<file path="config.mk">
export PLATFORM = sky130hd
export DESIGN_NAME = pong_display
export DESIGN_NICKNAME = d
export VERILOG_FILES = /design/src/hdl/pong_pkg.sv /design/src/hdl/box_plotter.sv /design/src/hdl/frame_timer.sv /design/src/hdl/pixel_output.sv /design/src/hdl/pong_display.sv /design/src/hdl/position_store.sv /design/src/hdl/render_sequencer.sv /design/src/hdl/screen_filler.sv
export SDC_FILE = /design/constraint.sdc
export NUM_CORES = 1
export LEC_CHECK = 0
export ABC_CLOCK_PERIOD_IN_PS = 4540
export CORE_ASPECT_RATIO = 1.75
export CORE_MARGIN = 1
export CORE_UTILIZATION = 35
export DETAILED_ROUTE_END_ITERATION = 10
export DONT_BUFFER_PORTS = 1
export GPL_ROUTABILITY_DRIVEN = 1
export PLACE_DENSITY = 0.56
export SLEW_MARGIN = 40
export SYNTH_ARGS = -nofsm -noshare
export SYNTH_HDL_FRONTEND = slang
export SYNTH_SLANG_ARGS = --single-unit
export TNS_END_PERCENT = 20
</file>
<file path="constraint.sdc">
create_clock -name clk -period 4.54 [get_ports clk]
set_input_delay 0.908 -clock clk [delete_from_list [all_inputs] [get_ports clk]]
set_output_delay 0.908 -clock clk [all_outputs]
set_load 0.05 [all_outputs]
</file>
<file path="src/hdl/pong_pkg.sv">
package pong_pkg;

	// screen coordinates, sized for up to 1024 x 512
	typedef logic [9:0] coord_x_t;
	typedef logic [8:0] coord_y_t;

	// 3-bit rgb
	typedef logic [2:0] colour_t;

	// render sequencer states
	// erase steps use the previous snapshot, draw steps the current one
	typedef enum logic [3:0] {
		S_CLEAR_START,
		S_CLEAR_WAIT,
		S_IDLE,
		S_ERASE_P1,
		S_DRAW_P1,
		S_ERASE_P2,
		S_DRAW_P2,
		S_ERASE_BALL,
		S_DRAW_BALL
	} draw_step_t;

	localparam colour_t COLOUR_BLACK  = 3'd0;
	// white
	localparam colour_t COLOUR_PADDLE = 3'd7;
	// yellow
	localparam colour_t COLOUR_BALL   = 3'd6;

endpackage

</file>
<file path="src/hdl/box_plotter.sv">
`timescale 1ns/1ps

module box_plotter #(
	parameter int BOX_W = 4,
	parameter int BOX_H = 4
) (
	input  logic               clk,
	input  logic               resetn,
	input  logic               start,
	input  pong_pkg::coord_x_t origin_x,
	input  pong_pkg::coord_y_t origin_y,
	output pong_pkg::coord_x_t px,
	output pong_pkg::coord_y_t py,
	output logic               active,
	output logic               done
);

	import pong_pkg::*;

	localparam int CW = $clog2(BOX_W + 1);
	localparam int RW = $clog2(BOX_H + 1);

	coord_x_t org_x;
	coord_y_t org_y;
	logic [CW-1:0] col;
	logic [RW-1:0] row;
	logic last_col;
	logic last_row;

	assign last_col = (col == CW'(BOX_W - 1));
	assign last_row = (row == RW'(BOX_H - 1));

	always_ff @(posedge clk) begin
		if (start) begin
			org_x <= origin_x;
			org_y <= origin_y;
		end
	end

	// row by row, left to right
	always_ff @(posedge clk) begin
		if (!resetn) begin
			active <= 1'b0;
			col <= '0;
			row <= '0;
		end else if (start) begin
			active <= 1'b1;
			col <= '0;
			row <= '0;
		end else if (active) begin
			if (last_col) begin
				col <= '0;
				if (last_row) begin
					active <= 1'b0;
				end else begin
					row <= row + 1'b1;
				end
			end else begin
				col <= col + 1'b1;
			end
		end
	end

	assign px = org_x + coord_x_t'(col);
	assign py = org_y + coord_y_t'(row);
	assign done = active && last_col && last_row;

	a_start_idle: assert property (@(posedge clk) disable iff (!resetn)
		start |-> !active);

endmodule

</file>
<file path="src/hdl/frame_timer.sv">
`timescale 1ns/1ps

module frame_timer #(
	parameter int CLOCKS_PER_FRAME = 833333
) (
	input  logic clk,
	input  logic resetn,
	output logic frame_tick
);

	localparam int CW = $clog2(CLOCKS_PER_FRAME + 1);

	logic [CW-1:0] count;

	// down-counter, tick registered on the reload cycle
	always_ff @(posedge clk) begin
		if (!resetn) begin
			count <= CW'(CLOCKS_PER_FRAME - 1);
			frame_tick <= 1'b0;
		end else if (count == '0) begin
			count <= CW'(CLOCKS_PER_FRAME - 1);
			frame_tick <= 1'b1;
		end else begin
			count <= count - 1'b1;
			frame_tick <= 1'b0;
		end
	end

	a_tick_single: assert property (@(posedge clk) disable iff (!resetn)
		frame_tick |=> !frame_tick);

endmodule

</file>
<file path="src/hdl/pixel_output.sv">
`timescale 1ns/1ps

module pixel_output (
	input  logic                 clk,
	input  logic                 resetn,
	input  pong_pkg::draw_step_t step,
	input  pong_pkg::coord_x_t   fill_px,
	input  pong_pkg::coord_y_t   fill_py,
	input  logic                 fill_active,
	input  pong_pkg::coord_x_t   paddle_px,
	input  pong_pkg::coord_y_t   paddle_py,
	input  logic                 paddle_active,
	input  pong_pkg::coord_x_t   ball_px,
	input  pong_pkg::coord_y_t   ball_py,
	input  logic                 ball_active,
	output pong_pkg::coord_x_t   pix_x,
	output pong_pkg::coord_y_t   pix_y,
	output pong_pkg::colour_t    pix_colour,
	output logic                 plot
);

	import pong_pkg::*;

	coord_x_t sel_x;
	coord_y_t sel_y;
	colour_t sel_colour;

	always_comb begin
		if (fill_active) begin
			sel_x = fill_px;
			sel_y = fill_py;
		end else if (paddle_active) begin
			sel_x = paddle_px;
			sel_y = paddle_py;
		end else begin
			sel_x = ball_px;
			sel_y = ball_py;
		end
	end

	// clears and erases are black, so an aborted box blanks out too
	always_comb begin
		case (step)
			S_DRAW_P1, S_DRAW_P2: sel_colour = COLOUR_PADDLE;
			S_DRAW_BALL:          sel_colour = COLOUR_BALL;
			default:              sel_colour = COLOUR_BLACK;
		endcase
	end

	always_ff @(posedge clk) begin
		pix_x <= sel_x;
		pix_y <= sel_y;
		pix_colour <= sel_colour;
	end

	always_ff @(posedge clk) begin
		if (!resetn) begin
			plot <= 1'b0;
		end else begin
			plot <= fill_active | paddle_active | ball_active;
		end
	end

	a_one_engine: assert property (@(posedge clk) disable iff (!resetn)
		$onehot0({fill_active, paddle_active, ball_active}));

endmodule

</file>
<file path="src/hdl/pong_display.sv">
`timescale 1ns/1ps

module pong_display #(
	parameter int SCREEN_W         = 320,
	parameter int SCREEN_H         = 240,
	parameter int PADDLE_W         = 5,
	parameter int PADDLE_H         = 40,
	parameter int BALL_W           = 4,
	parameter int BALL_H           = 4,
	parameter int PADDLE1_X        = 2,
	parameter int CLOCKS_PER_FRAME = 833333
) (
	input  logic               clk,
	input  logic               resetn,
	input  logic               scored,
	input  pong_pkg::coord_y_t paddle1_y,
	input  pong_pkg::coord_y_t paddle2_y,
	input  pong_pkg::coord_x_t ball_x,
	input  pong_pkg::coord_y_t ball_y,
	output pong_pkg::coord_x_t pix_x,
	output pong_pkg::coord_y_t pix_y,
	output pong_pkg::colour_t  pix_colour,
	output logic               plot
);

	import pong_pkg::*;

	logic frame_tick;
	draw_step_t step;
	logic frame_latch;
	logic fill_start, paddle_start, ball_start;
	logic fill_done, paddle_done, ball_done;
	logic fill_active, paddle_active, ball_active;
	coord_x_t origin_x, fill_px, paddle_px, ball_px;
	coord_y_t origin_y, fill_py, paddle_py, ball_py;

	frame_timer #(.CLOCKS_PER_FRAME(CLOCKS_PER_FRAME)) frame_timer_inst (
		.clk(clk), .resetn(resetn), .frame_tick(frame_tick)
	);

	render_sequencer render_sequencer_inst (
		.clk(clk), .resetn(resetn), .scored(scored), .frame_tick(frame_tick),
		.fill_done(fill_done), .paddle_done(paddle_done), .ball_done(ball_done),
		.step(step), .frame_latch(frame_latch), .fill_start(fill_start),
		.paddle_start(paddle_start), .ball_start(ball_start)
	);

	position_store #(.SCREEN_W(SCREEN_W), .PADDLE_W(PADDLE_W), .PADDLE1_X(PADDLE1_X))
	position_store_inst (
		.clk(clk), .resetn(resetn), .frame_latch(frame_latch), .step(step),
		.paddle1_y(paddle1_y), .paddle2_y(paddle2_y), .ball_x(ball_x), .ball_y(ball_y),
		.origin_x(origin_x), .origin_y(origin_y)
	);

	screen_filler #(.SCREEN_W(SCREEN_W), .SCREEN_H(SCREEN_H)) screen_filler_inst (
		.clk(clk), .resetn(resetn), .start(fill_start),
		.px(fill_px), .py(fill_py), .active(fill_active), .done(fill_done)
	);

	// both paddles share one engine, the ball has its own
	box_plotter #(.BOX_W(PADDLE_W), .BOX_H(PADDLE_H)) paddle_plotter (
		.clk(clk), .resetn(resetn), .start(paddle_start),
		.origin_x(origin_x), .origin_y(origin_y),
		.px(paddle_px), .py(paddle_py), .active(paddle_active), .done(paddle_done)
	);

	box_plotter #(.BOX_W(BALL_W), .BOX_H(BALL_H)) ball_plotter (
		.clk(clk), .resetn(resetn), .start(ball_start),
		.origin_x(origin_x), .origin_y(origin_y),
		.px(ball_px), .py(ball_py), .active(ball_active), .done(ball_done)
	);

	pixel_output pixel_output_inst (
		.clk(clk), .resetn(resetn), .step(step),
		.fill_px(fill_px), .fill_py(fill_py), .fill_active(fill_active),
		.paddle_px(paddle_px), .paddle_py(paddle_py), .paddle_active(paddle_active),
		.ball_px(ball_px), .ball_py(ball_py), .ball_active(ball_active),
		.pix_x(pix_x), .pix_y(pix_y), .pix_colour(pix_colour), .plot(plot)
	);

endmodule

</file>
<file path="src/hdl/position_store.sv">
`timescale 1ns/1ps

module position_store #(
	parameter int SCREEN_W  = 320,
	parameter int PADDLE_W  = 5,
	parameter int PADDLE1_X = 2
) (
	input  logic                 clk,
	input  logic                 resetn,
	input  logic                 frame_latch,
	input  pong_pkg::draw_step_t step,
	input  pong_pkg::coord_y_t   paddle1_y,
	input  pong_pkg::coord_y_t   paddle2_y,
	input  pong_pkg::coord_x_t   ball_x,
	input  pong_pkg::coord_y_t   ball_y,
	output pong_pkg::coord_x_t   origin_x,
	output pong_pkg::coord_y_t   origin_y
);

	import pong_pkg::*;

	localparam coord_x_t P1_X = coord_x_t'(PADDLE1_X);
	// right paddle sits flush against the right edge
	localparam coord_x_t P2_X = coord_x_t'(SCREEN_W - PADDLE_W);

	coord_y_t cur_p1_y, cur_p2_y, cur_ball_y;
	coord_y_t prev_p1_y, prev_p2_y, prev_ball_y;
	coord_x_t cur_ball_x, prev_ball_x;

	always_ff @(posedge clk) begin
		if (!resetn) begin
			cur_p1_y <= '0;
			cur_p2_y <= '0;
			cur_ball_x <= '0;
			cur_ball_y <= '0;
			prev_p1_y <= '0;
			prev_p2_y <= '0;
			prev_ball_x <= '0;
			prev_ball_y <= '0;
		end else if (frame_latch) begin
			prev_p1_y <= cur_p1_y;
			prev_p2_y <= cur_p2_y;
			prev_ball_x <= cur_ball_x;
			prev_ball_y <= cur_ball_y;
			cur_p1_y <= paddle1_y;
			cur_p2_y <= paddle2_y;
			cur_ball_x <= ball_x;
			cur_ball_y <= ball_y;
		end
	end

	always_comb begin
		case (step)
			S_ERASE_P1:   begin origin_x = P1_X;        origin_y = prev_p1_y;   end
			S_DRAW_P1:    begin origin_x = P1_X;        origin_y = cur_p1_y;    end
			S_ERASE_P2:   begin origin_x = P2_X;        origin_y = prev_p2_y;   end
			S_DRAW_P2:    begin origin_x = P2_X;        origin_y = cur_p2_y;    end
			S_ERASE_BALL: begin origin_x = prev_ball_x; origin_y = prev_ball_y; end
			S_DRAW_BALL:  begin origin_x = cur_ball_x;  origin_y = cur_ball_y;  end
			default:      begin origin_x = '0;          origin_y = '0;          end
		endcase
	end

endmodule

</file>
<file path="src/hdl/render_sequencer.sv">
`timescale 1ns/1ps

module render_sequencer (
	input  logic                 clk,
	input  logic                 resetn,
	input  logic                 scored,
	input  logic                 frame_tick,
	input  logic                 fill_done,
	input  logic                 paddle_done,
	input  logic                 ball_done,
	output pong_pkg::draw_step_t step,
	output logic                 frame_latch,
	output logic                 fill_start,
	output logic                 paddle_start,
	output logic                 ball_start
);

	import pong_pkg::*;

	draw_step_t state;
	draw_step_t state_next;

	// engine in flight, so an aborted box finishes before the clear starts
	logic fill_busy;
	logic paddle_busy;
	logic ball_busy;
	logic any_busy;

	logic enter_paddle;
	logic enter_ball;

	assign any_busy = fill_busy | paddle_busy | ball_busy;

	always_comb begin
		state_next = state;
		case (state)
			S_CLEAR_START: begin
				if (!any_busy) begin
					state_next = S_CLEAR_WAIT;
				end
			end
			S_CLEAR_WAIT: begin
				if (fill_done) begin
					state_next = S_IDLE;
				end
			end
			S_IDLE: begin
				if (frame_tick) begin
					state_next = S_ERASE_P1;
				end
			end
			S_ERASE_P1: begin
				if (paddle_done) begin
					state_next = S_DRAW_P1;
				end
			end
			S_DRAW_P1: begin
				if (paddle_done) begin
					state_next = S_ERASE_P2;
				end
			end
			S_ERASE_P2: begin
				if (paddle_done) begin
					state_next = S_DRAW_P2;
				end
			end
			S_DRAW_P2: begin
				if (paddle_done) begin
					state_next = S_ERASE_BALL;
				end
			end
			S_ERASE_BALL: begin
				if (ball_done) begin
					state_next = S_DRAW_BALL;
				end
			end
			S_DRAW_BALL: begin
				if (ball_done) begin
					state_next = S_IDLE;
				end
			end
			default: begin
				state_next = S_CLEAR_START;
			end
		endcase
		// a score restarts everything from a black screen
		if (scored) begin
			state_next = S_CLEAR_START;
		end
	end

	assign enter_paddle = (state_next != state) &&
		(state_next inside {S_ERASE_P1, S_DRAW_P1, S_ERASE_P2, S_DRAW_P2});
	assign enter_ball = (state_next != state) &&
		(state_next inside {S_ERASE_BALL, S_DRAW_BALL});

	// snapshot taken on the edge that leaves idle, ahead of the first box start
	assign frame_latch = (state == S_IDLE) && frame_tick && !scored;
	assign fill_start = (state == S_CLEAR_START) && !scored && !any_busy;
	assign step = state;

	always_ff @(posedge clk) begin
		if (!resetn) begin
			state <= S_CLEAR_START;
			paddle_start <= 1'b0;
			ball_start <= 1'b0;
		end else begin
			state <= state_next;
			// box starts land on the first cycle of the new step
			paddle_start <= enter_paddle;
			ball_start <= enter_ball;
		end
	end

	always_ff @(posedge clk) begin
		if (!resetn) begin
			fill_busy <= 1'b0;
			paddle_busy <= 1'b0;
			ball_busy <= 1'b0;
		end else begin
			if (fill_start) begin
				fill_busy <= 1'b1;
			end else if (fill_done) begin
				fill_busy <= 1'b0;
			end
			if (paddle_start) begin
				paddle_busy <= 1'b1;
			end else if (paddle_done) begin
				paddle_busy <= 1'b0;
			end
			if (ball_start) begin
				ball_busy <= 1'b1;
			end else if (ball_done) begin
				ball_busy <= 1'b0;
			end
		end
	end

	// no done may come back on a start cycle, so starts never land back to back
	a_start_pulse: assert property (@(posedge clk) disable iff (!resetn)
		(fill_start || paddle_start || ball_start) |=>
			!(fill_start || paddle_start || ball_start));

endmodule

</file>
<file path="src/hdl/screen_filler.sv">
`timescale 1ns/1ps

module screen_filler #(
	parameter int SCREEN_W = 320,
	parameter int SCREEN_H = 240
) (
	input  logic               clk,
	input  logic               resetn,
	input  logic               start,
	output pong_pkg::coord_x_t px,
	output pong_pkg::coord_y_t py,
	output logic               active,
	output logic               done
);

	import pong_pkg::*;

	logic last_x;
	logic last_y;

	assign last_x = (px == coord_x_t'(SCREEN_W - 1));
	assign last_y = (py == coord_y_t'(SCREEN_H - 1));

	// raster scan from the top left corner
	always_ff @(posedge clk) begin
		if (!resetn) begin
			active <= 1'b0;
			px <= '0;
			py <= '0;
		end else if (start) begin
			active <= 1'b1;
			px <= '0;
			py <= '0;
		end else if (active) begin
			if (last_x) begin
				px <= '0;
				if (last_y) begin
					active <= 1'b0;
				end else begin
					py <= py + 1'b1;
				end
			end else begin
				px <= px + 1'b1;
			end
		end
	end

	assign done = active && last_x && last_y;

endmodule

</file>
==> impl_results.md <==
* Total Routing Usage GR at between 10% and 20%
* Initial Util at 35.83%
* R2r startpoint: paddle_plotter.active
* Tightest Pin Transition at roughly 700 ps
* Final period utilization at 57.17%
* Nets at 1080
* Ys async rst share at 0%
* Post-synth top cells: nand2_1 (212), dfxtp_1 (163), a21oi_1 (118), nor2_1 (91), edfxtp_1 (38)
* Unrepaired setup endpoints after global routing: no
* DR WL/cell at around 15 um
* Biggest area consumer among synthesized cells: dfxtp_1
* Ys Warns at 0
* Gp weighted congestion at 0.8444
* VDD IR max at around 300 uV
* Core area at 25430 um2
* Post-synth top area share at a little over a third
* Crit-path max cell delay at roughly 760 ps
* Setup Total Neg Slack at 0 ps
* CTS Hold Buffers Added at 0
* Most used DFF post-synth: dfxtp_1
* Crit path capture: render_sequencer_inst.ball_start
* Largest net degree at the start of global routing at 53
* R2r setup slk at 1940 ps
* FF-to-FF path depth at 7
* H-tree lvl count at 1
* Cell with the most instances after synthesis: nand2_1
* Fraction of layout cells with a size suffix above 1 at around 8.0%
* Yosys reg bits at 201
* Largest driver fanout on the critical path at 18
* Clock transition at path regs at 70 ps
* Worst Path Required at between 4000 and 5000 ps
* CTS tree: yes
* Slew margin rel. at 54.20%
* Max Cap Viol at 0
* Cell variety after synth at 73
* Post-Syn Area at 9114 um2
* Syn_nets at roughly 1100
* Overflow after GRT at 0
* Crit start category: register
* Critical path class: reg2reg
* Endpoints failing hold at 0
* Inserted Diodes at 0
* DRT Pass-1 Iters at 5
* Fin crit period at 2596 ps
* Run status: finished, final reports clean
* R2R Path End: render_sequencer_inst.ball_start
* Die X-Extent at 124.0 um
* Slowest cell on crit path: dfxtp_1
* Die height at 215.5 um
* Buffers on Ports at 0
* Post-CTS Setup Inserts at 0
* Via count at 6829
* CTS root buf: clkbuf_16
* Post-Syn Instances at just over 1000
* Max clock buf depth at 3
* Pins over their slew limit at 0
* Drt drc at 0
* First-pass GRT wire length at between 30000 and 40000 um
* Tot Pwr at 3.864 mW
* Fill count at 2622
* Hpwl dp at 14720 um
* Total CTS buffers at 21
* Row count at between 70 and 80
* Drt first-iter violations at 356
* Post-Route WL at 20800 um
* Initial antenna violation count at 0
* Final Setup Violations at 0
* Worst skew pair latency at 520 ps
* Vias per cell at 5.085
* Leak at 3.436 nW
* Clock skew at 26.37 ps
* # clock sinks at 201
* CP arrival at 2960 ps
* Fmax at 385.3 MHz
* Number of enable flip-flop cells after synthesis at 38
* CP Cell Sequence: and3_1 -> nand3_1 -> a221oi_2 -> a311o_2 -> xnor2_1 -> nor4_2 -> nor3_1
* Pwr dens at 381.9 nW/um2
* Hold Crit Class: reg2reg
* Synth area leaders: dfxtp_1 (36%), edfxtp_1 (13%), nand2_1 (8.7%)
* Setup crit start: paddle_plotter.active
* Final ANT Viol Nets at 0
* Area Growth Syn to Fin at 11.02%
* Die ar. at 26710 um2
* Avg Inst Size Synth at just under 9 um2
* Post_cts resized at 0
* CP endpoint kind: register
* Register area share after synthesis at 48.33%
* # IOs at 63
* Vias in the first global route at approximately 6700
worst max-delay path, delay by kind of cell (launching register included):
kind            cells  cell delay, ps
simple gates        4             970
flops               1             760
xor+xnor            1              90
compound gates      2             610
state kept, by name, indices dropped and copies added (netlist names), 2 cells and up:
name                             count
ball_plotter.col                     3
paddle_plotter.col                   3
position_store_inst.prev_p2_y        9
position_store_inst.cur_p1_y         9
paddle_plotter.row                   6
position_store_inst.cur_ball_y       9
position_store_inst.cur_p2_y         9
pixel_output_inst.pix_x             10
position_store_inst.prev_p1_y        9
position_store_inst.prev_ball_x     10
ball_plotter.org_y                   9
screen_filler_inst.py                9
position_store_inst.cur_ball_x      10
ball_plotter.org_x                  10
screen_filler_inst.px               10
render_sequencer_inst.step           4
paddle_plotter.org_x                10
pixel_output_inst.pix_colour         2
frame_timer_inst.count              20
paddle_plotter.org_y                 9
ball_plotter.row                     3
pixel_output_inst.pix_y              9
position_store_inst.prev_ball_y      9
cells by family (layout without fill, tap and decap cells):
family                   after synthesis  after routing  share of synthesized area (%)
XOR/XNOR                              62             62                          5.958
AND/OR/NAND/NOR                      432            432                          21.73
buffers and inverters                 76             74                          3.679
adder cells (fa/ha/maj)               28             28                          4.174
multiplexers                          26             26                          3.020
AO/OA/AOI/OAI                        204            204                          13.11
flip-flops                           201            201                          48.33
per-stage QoR:
step	setup WS [ps]	util, %	instance area (um2)	instances	hold slack [ps]
finish	1944	39.78	10120	1343	439.7
global route	1755	39.78	10120	1343	457.7
CTS	1845	39.78	10120	1343	443.2
detailed placement	1854	36.85	9371	1305	434.4
global placement	1880	36.84	9369	1305	422.7
floorplan	2357	-	9114	1029	412.8
worst min-delay path by stage:
stage | slack (ps) | from | end | cells after the start
after floorplan | 410 | frame_timer_inst.count[0] | frame_timer_inst.count[0] | 1
after global routing | 460 | resetn | frame_timer_inst.count[18] | 1
after detailed placement | 430 | frame_timer_inst.count[0] | frame_timer_inst.count[0] | 1
after global placement | 420 | frame_timer_inst.count[0] | frame_timer_inst.count[0] | 1
final | 440 | frame_timer_inst.count[0] | frame_timer_inst.count[0] | 1
after CTS | 440 | frame_timer_inst.count[0] | frame_timer_inst.count[0] | 1
report_power, final:
part           total, mW  internal [mW]  switching, mW
Sequential          1.90           1.83         0.0627
Clock               1.87           1.13          0.734
Combinational      0.102         0.0339         0.0682
Total               3.86           3.00          0.865
layout make-up:
cell class / instances / area, um2 / share of cell area [%]
Clock inverter: 13 / 173.9 / 1.719
Clock buffer: 25 / 571.8 / 5.651
Sequential cell: 201 / 4408 / 43.56
Inverter: 27 / 115.1 / 1.138
Timing Repair Buffer: 9 / 67.56 / 0.6677
Tap cell: 316 / 395.4 / 3.907
Multi-Input combinational cell: 752 / 4387 / 43.35
cells in the final DEF (no fill, tap or decap), drive strengths merged, types with 10 or more instances in the layout:
cell type,instances
nand3,25
mux2i,14
nor2,91
nor3,17
edfxtp,38
xor2,25
mux2,12
nand4,10
o21ai,32
ha,24
dfxtp,163
a22oi,12
xnor2,37
nand2,213
clkbuf,25
nand2b,18
inv,27
a21oi,118
nor2b,13
metal layers:
metal	global-route usage (%)	part of all wire (%)	up-vias
met4	6.071	2.3	0
met2	29.35	53	113
met1	18.76	41	3204
met5	0	0	-
li1	-	-	3482
met3	2.193	3.3	30
No activity file was read; power rests on OpenSTA's default activity.
